## src/verilog/vid_switch_config.svh

```systemverilog
`ifndef VID_SWITCH_CONFIG_SVH
`define VID_SWITCH_CONFIG_SVH

// beat width, three 8-bit colour samples per pixel
`define VS_DATA_WIDTH 24

// command in force after reset
// the output stays off until a port is selected
`define VS_RESET_CMD vid_switch_pkg::CMD_DISABLE

`endif

```

## src/verilog/vid_switch_pkg.sv

```systemverilog
package vid_switch_pkg;

    // commands accepted on the cmd strobe
    typedef enum logic [1:0] {
        CMD_SELECT_0 = 2'd0,
        CMD_SELECT_1 = 2'd1,
        CMD_DISABLE  = 2'd2
    } sw_cmd_t;

    // switch core position relative to packet boundaries
    typedef enum logic {
        SW_IDLE = 1'b0,
        SW_PASS = 1'b1
    } sw_state_t;

endpackage

```

## src/verilog/packet_switch.sv

```systemverilog
`include "vid_switch_config.svh"

module packet_switch
    import vid_switch_pkg::*;
#(
    parameter int DATA_WIDTH = 24
) (
    input  logic                  clk,
    input  logic                  rst,

    // command strobe and status
    input  logic                  cmd_valid,
    input  sw_cmd_t               cmd,
    output sw_cmd_t               cur_cmd,
    output logic                  cmd_done,

    // internal stream from port 0
    output logic                  int0_ready,
    input  logic                  int0_valid,
    input  logic [DATA_WIDTH-1:0] int0_data,
    input  logic                  int0_sop,
    input  logic                  int0_eop,

    // internal stream from port 1
    output logic                  int1_ready,
    input  logic                  int1_valid,
    input  logic [DATA_WIDTH-1:0] int1_data,
    input  logic                  int1_sop,
    input  logic                  int1_eop,

    // output stream, ready latency 1
    input  logic                  dout_ready,
    output logic                  dout_valid,
    output logic [DATA_WIDTH-1:0] dout_data,
    output logic                  dout_sop,
    output logic                  dout_eop
);

    // command waiting for the next packet boundary
    logic                  pend_valid;
    sw_cmd_t               pend_cmd;

    // command steering the mux in this cycle
    sw_cmd_t               cmd_eff;
    logic                  apply;

    sw_state_t             state;
    sw_state_t             state_next;

    // selected internal stream
    logic                  sel_valid;
    logic [DATA_WIDTH-1:0] sel_data;
    logic                  sel_sop;
    logic                  sel_eop;
    logic                  sel_ready;

    logic                  take;
    logic                  fwd;

    // commands only switch between packets
    assign apply   = (state == SW_IDLE) && pend_valid;
    assign cmd_eff = apply ? pend_cmd : cur_cmd;

    // a new strobe overwrites whatever is still pending
    always_ff @(posedge clk or posedge rst) begin
        if (rst) begin
            pend_valid <= 1'b0;
            pend_cmd   <= `VS_RESET_CMD;
        end else if (cmd_valid) begin
            pend_valid <= 1'b1;
            pend_cmd   <= cmd;
        end else if (apply) begin
            pend_valid <= 1'b0;
        end
    end

    always_ff @(posedge clk or posedge rst) begin
        if (rst) begin
            cur_cmd  <= `VS_RESET_CMD;
            cmd_done <= 1'b0;
        end else begin
            cmd_done <= apply;
            if (apply) begin
                cur_cmd <= pend_cmd;
            end
        end
    end

    // input selection
    always_comb begin
        case (cmd_eff)
            CMD_SELECT_0: begin
                sel_valid = int0_valid;
                sel_data  = int0_data;
                sel_sop   = int0_sop;
                sel_eop   = int0_eop;
            end
            CMD_SELECT_1: begin
                sel_valid = int1_valid;
                sel_data  = int1_data;
                sel_sop   = int1_sop;
                sel_eop   = int1_eop;
            end
            default: begin
                sel_valid = 1'b0;
                sel_data  = '0;
                sel_sop   = 1'b0;
                sel_eop   = 1'b0;
            end
        endcase
    end

    // unselected port is stalled, selected port follows the sink
    assign int0_ready = (cmd_eff == CMD_SELECT_0) && dout_ready;
    assign int1_ready = (cmd_eff == CMD_SELECT_1) && dout_ready;
    assign sel_ready  = int0_ready || int1_ready;

    assign take = sel_valid && sel_ready;

    // outside a packet only a sop beat gets through, stray beats are dropped
    assign fwd = take && ((state == SW_PASS) || sel_sop);

    always_comb begin
        state_next = state;
        case (state)
            SW_IDLE: begin
                // single-beat packet leaves us idle
                if (take && sel_sop && !sel_eop) begin
                    state_next = SW_PASS;
                end
            end
            SW_PASS: begin
                if (take && sel_eop) begin
                    state_next = SW_IDLE;
                end
            end
            default: begin
                state_next = SW_IDLE;
            end
        endcase
    end

    always_ff @(posedge clk or posedge rst) begin
        if (rst) begin
            state <= SW_IDLE;
        end else begin
            state <= state_next;
        end
    end

    // output register
    // a beat is only taken when dout_ready was high, so the next cycle
    // meets the ready latency of the sink
    always_ff @(posedge clk or posedge rst) begin
        if (rst) begin
            dout_valid <= 1'b0;
        end else begin
            dout_valid <= fwd;
        end
    end

    always_ff @(posedge clk) begin
        if (fwd) begin
            dout_data <= sel_data;
            dout_sop  <= sel_sop;
            dout_eop  <= sel_eop;
        end
    end

endmodule

```

## src/verilog/stream_input.sv

```systemverilog
module stream_input #(
    parameter int DATA_WIDTH = 24
) (
    input  logic                  clk,
    input  logic                  rst,

    // external stream, ready latency 1
    output logic                  din_ready,
    input  logic                  din_valid,
    input  logic [DATA_WIDTH-1:0] din_data,
    input  logic                  din_sop,
    input  logic                  din_eop,

    // internal stream, ready latency 0
    input  logic                  int_ready,
    output logic                  int_valid,
    output logic [DATA_WIDTH-1:0] int_data,
    output logic                  int_sop,
    output logic                  int_eop
);

    // first stage, din delayed by one cycle
    logic                  reg_valid;
    logic [DATA_WIDTH-1:0] reg_data;
    logic                  reg_sop;
    logic                  reg_eop;

    // second stage
    logic                  buf1_valid;
    logic [DATA_WIDTH-1:0] buf1_data;
    logic                  buf1_sop;
    logic                  buf1_eop;

    // third stage
    logic                  buf2_valid;
    logic [DATA_WIDTH-1:0] buf2_data;
    logic                  buf2_sop;
    logic                  buf2_eop;

    // int_ready delayed once and twice
    logic                  ready_d1;
    logic                  ready_d2;

    always_ff @(posedge clk or posedge rst) begin
        if (rst) begin
            ready_d1 <= 1'b0;
            ready_d2 <= 1'b0;
        end else begin
            ready_d1 <= int_ready;
            ready_d2 <= ready_d1;
        end
    end

    // registered ready toward the source
    assign din_ready = ready_d1;

    // valid bits of the shift chain
    // the chain only moves while beats can still be arriving
    always_ff @(posedge clk or posedge rst) begin
        if (rst) begin
            reg_valid  <= 1'b0;
            buf1_valid <= 1'b0;
            buf2_valid <= 1'b0;
        end else if (ready_d2) begin
            reg_valid  <= din_valid;
            buf1_valid <= reg_valid;
            buf2_valid <= buf1_valid;
        end
    end

    // beat payload follows the same shift
    always_ff @(posedge clk) begin
        if (ready_d2) begin
            reg_data  <= din_data;
            reg_sop   <= din_sop;
            reg_eop   <= din_eop;
            buf1_data <= reg_data;
            buf1_sop  <= reg_sop;
            buf1_eop  <= reg_eop;
            buf2_data <= buf1_data;
            buf2_sop  <= buf1_sop;
            buf2_eop  <= buf1_eop;
        end
    end

    // pick the oldest beat not yet handed on
    // both delays high: chain is flowing, reg holds the next beat
    // one delay high: ready just changed, buf1 holds it
    // both low: chain frozen, buf2 holds the oldest waiting beat
    always_comb begin
        case ({ready_d2, ready_d1})
            2'b11: begin
                int_valid = reg_valid;
                int_data  = reg_data;
                int_sop   = reg_sop;
                int_eop   = reg_eop;
            end
            2'b10, 2'b01: begin
                int_valid = buf1_valid;
                int_data  = buf1_data;
                int_sop   = buf1_sop;
                int_eop   = buf1_eop;
            end
            default: begin
                int_valid = buf2_valid;
                int_data  = buf2_data;
                int_sop   = buf2_sop;
                int_eop   = buf2_eop;
            end
        endcase
    end

endmodule

```

## src/verilog/vid_switch.sv

```systemverilog
`include "vid_switch_config.svh"

module vid_switch
    import vid_switch_pkg::*;
(
    input  logic                      clk,
    input  logic                      rst,

    // switch control
    input  logic                      cmd_valid,
    input  sw_cmd_t                   cmd,
    output sw_cmd_t                   cur_cmd,
    output logic                      cmd_done,

    // input port 0
    output logic                      din0_ready,
    input  logic                      din0_valid,
    input  logic [`VS_DATA_WIDTH-1:0] din0_data,
    input  logic                      din0_sop,
    input  logic                      din0_eop,

    // input port 1
    output logic                      din1_ready,
    input  logic                      din1_valid,
    input  logic [`VS_DATA_WIDTH-1:0] din1_data,
    input  logic                      din1_sop,
    input  logic                      din1_eop,

    // output port
    input  logic                      dout_ready,
    output logic                      dout_valid,
    output logic [`VS_DATA_WIDTH-1:0] dout_data,
    output logic                      dout_sop,
    output logic                      dout_eop
);

    // adapter to core streams
    logic                      int0_ready;
    logic                      int0_valid;
    logic [`VS_DATA_WIDTH-1:0] int0_data;
    logic                      int0_sop;
    logic                      int0_eop;

    logic                      int1_ready;
    logic                      int1_valid;
    logic [`VS_DATA_WIDTH-1:0] int1_data;
    logic                      int1_sop;
    logic                      int1_eop;

    stream_input #(
        .DATA_WIDTH(`VS_DATA_WIDTH)
    ) u_in0 (
        .clk       (clk),
        .rst       (rst),
        .din_ready (din0_ready),
        .din_valid (din0_valid),
        .din_data  (din0_data),
        .din_sop   (din0_sop),
        .din_eop   (din0_eop),
        .int_ready (int0_ready),
        .int_valid (int0_valid),
        .int_data  (int0_data),
        .int_sop   (int0_sop),
        .int_eop   (int0_eop)
    );

    stream_input #(
        .DATA_WIDTH(`VS_DATA_WIDTH)
    ) u_in1 (
        .clk       (clk),
        .rst       (rst),
        .din_ready (din1_ready),
        .din_valid (din1_valid),
        .din_data  (din1_data),
        .din_sop   (din1_sop),
        .din_eop   (din1_eop),
        .int_ready (int1_ready),
        .int_valid (int1_valid),
        .int_data  (int1_data),
        .int_sop   (int1_sop),
        .int_eop   (int1_eop)
    );

    packet_switch #(
        .DATA_WIDTH(`VS_DATA_WIDTH)
    ) u_switch (
        .clk        (clk),
        .rst        (rst),
        .cmd_valid  (cmd_valid),
        .cmd        (cmd),
        .cur_cmd    (cur_cmd),
        .cmd_done   (cmd_done),
        .int0_ready (int0_ready),
        .int0_valid (int0_valid),
        .int0_data  (int0_data),
        .int0_sop   (int0_sop),
        .int0_eop   (int0_eop),
        .int1_ready (int1_ready),
        .int1_valid (int1_valid),
        .int1_data  (int1_data),
        .int1_sop   (int1_sop),
        .int1_eop   (int1_eop),
        .dout_ready (dout_ready),
        .dout_valid (dout_valid),
        .dout_data  (dout_data),
        .dout_sop   (dout_sop),
        .dout_eop   (dout_eop)
    );

endmodule

```

## config.mk

```make
export PLATFORM = sky130hd
export DESIGN_NAME = vid_switch
export DESIGN_NICKNAME = d
export VERILOG_FILES = /design/src/verilog/vid_switch_pkg.sv /design/src/verilog/packet_switch.sv /design/src/verilog/stream_input.sv /design/src/verilog/vid_switch.sv
export VERILOG_INCLUDE_DIRS = /design/src /design/src/verilog
export SDC_FILE = /design/constraint.sdc
export NUM_CORES = 1
export LEC_CHECK = 0
export BUFFER_PORTS_ARGS = -buffer_cell sky130_fd_sc_hd__buf_2
export CAP_MARGIN = 40
export CORE_UTILIZATION = 25
export CTS_BUF_LIST = sky130_fd_sc_hd__clkbuf_16
export CTS_CLUSTER_DIAMETER = 120
export CTS_CLUSTER_SIZE = 28
export DETAILED_ROUTE_END_ITERATION = 12
export PLACE_DENSITY_LB_ADDON = 0.12
export SETUP_SLACK_MARGIN = 0.15
export SYNTH_ARGS = -nofsm -noshare
export SYNTH_HDL_FRONTEND = slang
export SYNTH_SLANG_ARGS = --single-unit
```

## constraint.sdc

```tcl
create_clock -name clk -period 6.2 [get_ports clk]
set_input_delay 0 -clock clk [delete_from_list [all_inputs] [get_ports clk]]
set_output_delay 0 -clock clk [all_outputs]
set_load 0.01 [all_outputs]
```

==> impl_metrics.csv <==
group,metric,value,unit
finish,final_area,9460,um^2
timing,setup_slack,2.84,ns
power_and_ir_drop,p_clk_share,29.0,%
cts,clk_latency,0.42,ns
logic_synthesis,syn_area,7340,um^2
power_and_ir_drop,leakagePower,3.29,nW
global_routing,grt_overflow,0,
timing,slew_headroom,41.3,%
floorplan,fp-row-count,62,
outcome,outcome,"finished, final reports clean",
critical_path,cp.arrival,3.46,ns
timing,timing.final.crit_share,54.2,%
placed_design,finalWeightedCongestion,0.719,
power_and_ir_drop,vdd_drop_max,0.145,mV
finish,fin_nets,619,
logic_synthesis,synth_top_cell_by_area,"edfxtp_1",
floorplan,dieArea,30100,um^2
placed_design,port_buffers,91,
global_routing,grt_pass1_wl,26800,um
power_and_ir_drop,p_sw,1.07,mW
floorplan,core_area,28800,um^2
cts,htreeDepth,4,
critical_path,cp_slowest_cell,"dfrtp_4",
logic_synthesis,synthTopCellsByArea,"edfxtp_1, a221o_1, dfrtp_1",
critical_path,path_delay_family,"compound AO/OA/AOI/OAI gates",
power_and_ir_drop,power.density,392,nW/um^2
critical_path,max_stage_delay,0.74,ns
timing,holdWs,0.265,ns
floorplan,die_w,173,um
min_path,hp-class,"in -> async",
power_and_ir_drop,internal_power,2.63,mW
timing,max_freq,298,MHz
routing,vias,4261,
critical_path,worst-path-max-fanout,39,
logic_synthesis,ys_ff_latch,200,
global_routing,antenna_found_initial,0,
logic_synthesis,syn_avg_cell_area,18.4,um^2
cts,tritoncts,"yes",
critical_path,regToRegSetupSlack,2.84,ns
timing,min_period,3.36,ns
routing,drc_errors,0,
floorplan,die_y,173,um
global_routing,grt-busiest-layer,"met2",
routing,drt_iter0_drc,261,
timing,fin_setup_tns,0,ns
cts,cts_max_path_buffers,2,
critical_path,cp_cell_sequence,"ha_1, buf_8, a221o_1, o21ai_0, o32ai_2, and2b_1, o21a_1, buf_4",
global_routing,use_met1,16.5,%
critical_path,worst-setup-path-type,"reg -> reg",
global_routing,use_met2,18.4,%
timing,hold_violations,0,
cts,cts_sinks,200,
logic_synthesis,netlist_instances,400,
finish,syn_to_final_growth,28.9,%
cts,path_clk_slew,0.07,ns
timing,skew,0.00925,ns
routing,wl,17200,um
critical_path,required,6.30,ns
logic_synthesis,seq_area_frac_synth,80.6,%
logic_synthesis,synth_cell_type_count,29,
routing,ant_nets,0,
finish,drive_gt1_share,26.2,%
finish,fin_util,32.9,%
cts,numCtsBuffers,17,
critical_path,critPathCaptureType,"flop",
global_routing,grt_max_degree,46,
global_routing,grt_pass1_vias,4429,
floorplan,start_util,25.5,%
power_and_ir_drop,combPwrFrac,21.7,%
global_routing,grt_use_met3,2.30,%
timing,maxSlewViolCount,0,
cts,clockRootBuffer,"clkbuf_16",
cts,cts_resized,0,
placed_design,dp_hpwl,11100,um
global_routing,grtUsageTotal,11.9,%
placed_design,dpl_cell_area,8290,um^2
routing,drtPass1Iterations,4,
finish,diodes,0,
cts,post_cts_buffers,0,
logic_synthesis,synth_warnings,0,
flow_run,maxCapViolCount,0,
finish,fillCellCount,2785,
critical_path,crit_buf_inv,2,
critical_path,cp-start-kind,"flop",
logic_synthesis,synth.top_cell.area_share,74.4,%
timing,rsz0062_at_grt,"no",
placed_design,dp_slack,2.75,ns
timing,worst_pin_slew,0.881,ns
logic_synthesis,syn_nets,464,
routing,post_drt_wl_per_cell,18.1,um
routing,viasPerCell,4.48,
power_and_ir_drop,sw_frac_of_total,29.0,%
timing,setup_violations,0,
floorplan,io_pins,92,
power_and_ir_drop,pwr-share-seq,49.3,%
## cells by family (layout without fill, tap and decap cells)
family | Yosys count | after routing | synth area share, %
AOI/OAI and AO/OA | 138 | 138 | 14.1
adders and majority gates | 4 | 4 | 0.682
buffers and inverters | 37 | 205 | 2.04
DFF | 200 | 200 | 80.6
muxes | 11 | 11 | 1.82
and+or+nand+nor | 10 | 10 | 0.716
## cells in the mapped netlist (all sizes together)
cell type and n:
buf 7, a221o 52, dfstp 2, and4bb 1, and2b 1, a21oi 1, ha 4, a221oi 2
clkbuf 20, a21o 1, o21a 1, nand2 1, o21ai 52, nand2b 1, o32ai 2, nor2 6
mux2 9, edfxtp 182, a41oi 1, a31oi 1, mux2i 2, o22ai 25, dfrtp 16, inv 10
## routing by layer
layer	vias up	part of all wire (%)
li1	1970	-
met1	2183	48
met2	94	47
met3	14	3.5
met4	0	1.5
met5	-	0
## worst paths after layout
path | depth (start not counted) | end | start
hold reg to reg | 0 | u_in0.ready_d2$_DFF_PP0_ | u_in0.din_ready$_DFF_PP0_
hold / removal | 3 | u_in0.reg_valid$_DFFE_PP0P_ | rst
setup reg to reg | 8 | u_switch.dout_data[9]$_DFFE_PP_ | u_in1.ready_d2$_DFF_PP0_
min in group clk | 2 | u_in0.reg_data[0]$_DFFE_PP_ | din0_data[0]
setup / recovery | 8 | u_switch.dout_data[9]$_DFFE_PP_ | u_in1.ready_d2$_DFF_PP0_
max in group asynchronous | 3 | u_in1.ready_d2$_DFF_PP0_ | rst
## power by group through the flow
stage | sequential [mW] | combinational, mW | clock, mW
2_1_floorplan | 1.88 | 0.466 | 0
5_1_grt | 1.85 | 0.898 | 1.17
6_report | 1.83 | 0.805 | 1.07
3_5_place_dp | 1.86 | 0.793 | 0
4_1_cts | 1.83 | 0.828 | 1.12
3_3_place_gp | 1.86 | 0.758 | 0
## cell type report
| class | count | area (um^2) | area share, % |
|---|---|---|---|
| clock inverter | 15 | 138 | 1.45 |
| multi-input combinational | 163 | 1270 | 13.5 |
| inverter | 10 | 37.5 | 0.397 |
| tap | 384 | 480 | 5.08 |
| timing repair buffer | 163 | 1180 | 12.5 |
| sequential | 200 | 5930 | 62.6 |
| clock buffer | 17 | 425 | 4.49 |
## cells in the final DEF (no fill, tap or decap), drive strengths merged
cell / n
mux2i: 2
nand2b: 1
dfrtp: 16
nor2: 6
clkinvlp: 3
nand2: 1
a21o: 1
a21oi: 1
ha: 4
bufinv: 2
buf: 102
and2b: 1
o22ai: 25
a221o: 52
a41oi: 1
clkinv: 4
and4bb: 1
a221oi: 2
o32ai: 2
edfxtp: 182
inv: 16
o21a: 1
dlygate4sd3: 61
clkbuf: 17
a31oi: 1
o21ai: 52
mux2: 9
dfstp: 2
## per-stage QoR
stage / power, mW / cells
floorplan: 2.35 / 400
global placement: 2.62 / 855
detailed placement: 2.65 / 859
CTS: 3.78 / 952
global route: 3.92 / 952
finish: 3.71 / 952
## worst reg2reg max path, delay by kind of cell (launching register included)
kind | cells | cell delay, ns
AO/OA/AOI/OAI | 4 | 0.88
AND/OR/NAND/NOR | 1 | 0.18
buffers and inverters | 2 | 0.61
adder cells (fa/ha/maj) | 1 | 0.63
flip-flops | 1 | 0.74
## registers in the layout, summed over array words and instances (netlist names), 2 cells and up
register,count
u_in1.reg_data,24
u_in0.reg_data,24
u_in0.buf1_data,24
u_switch.pend_cmd,2
u_in1.buf1_data,24
u_in0.buf2_data,24
u_switch.dout_data,24
u_switch.cur_cmd,2
u_in1.buf2_data,24
## repair_timing
| item | in CTS | in global routing |
|---|---|---|
| endpoints found under the setup margin | 0 | 0 |
| hold endpoints to repair | 76 | 0 |
| hold buffers | 61 | 0 |
(Power assumes the default switching activity.)
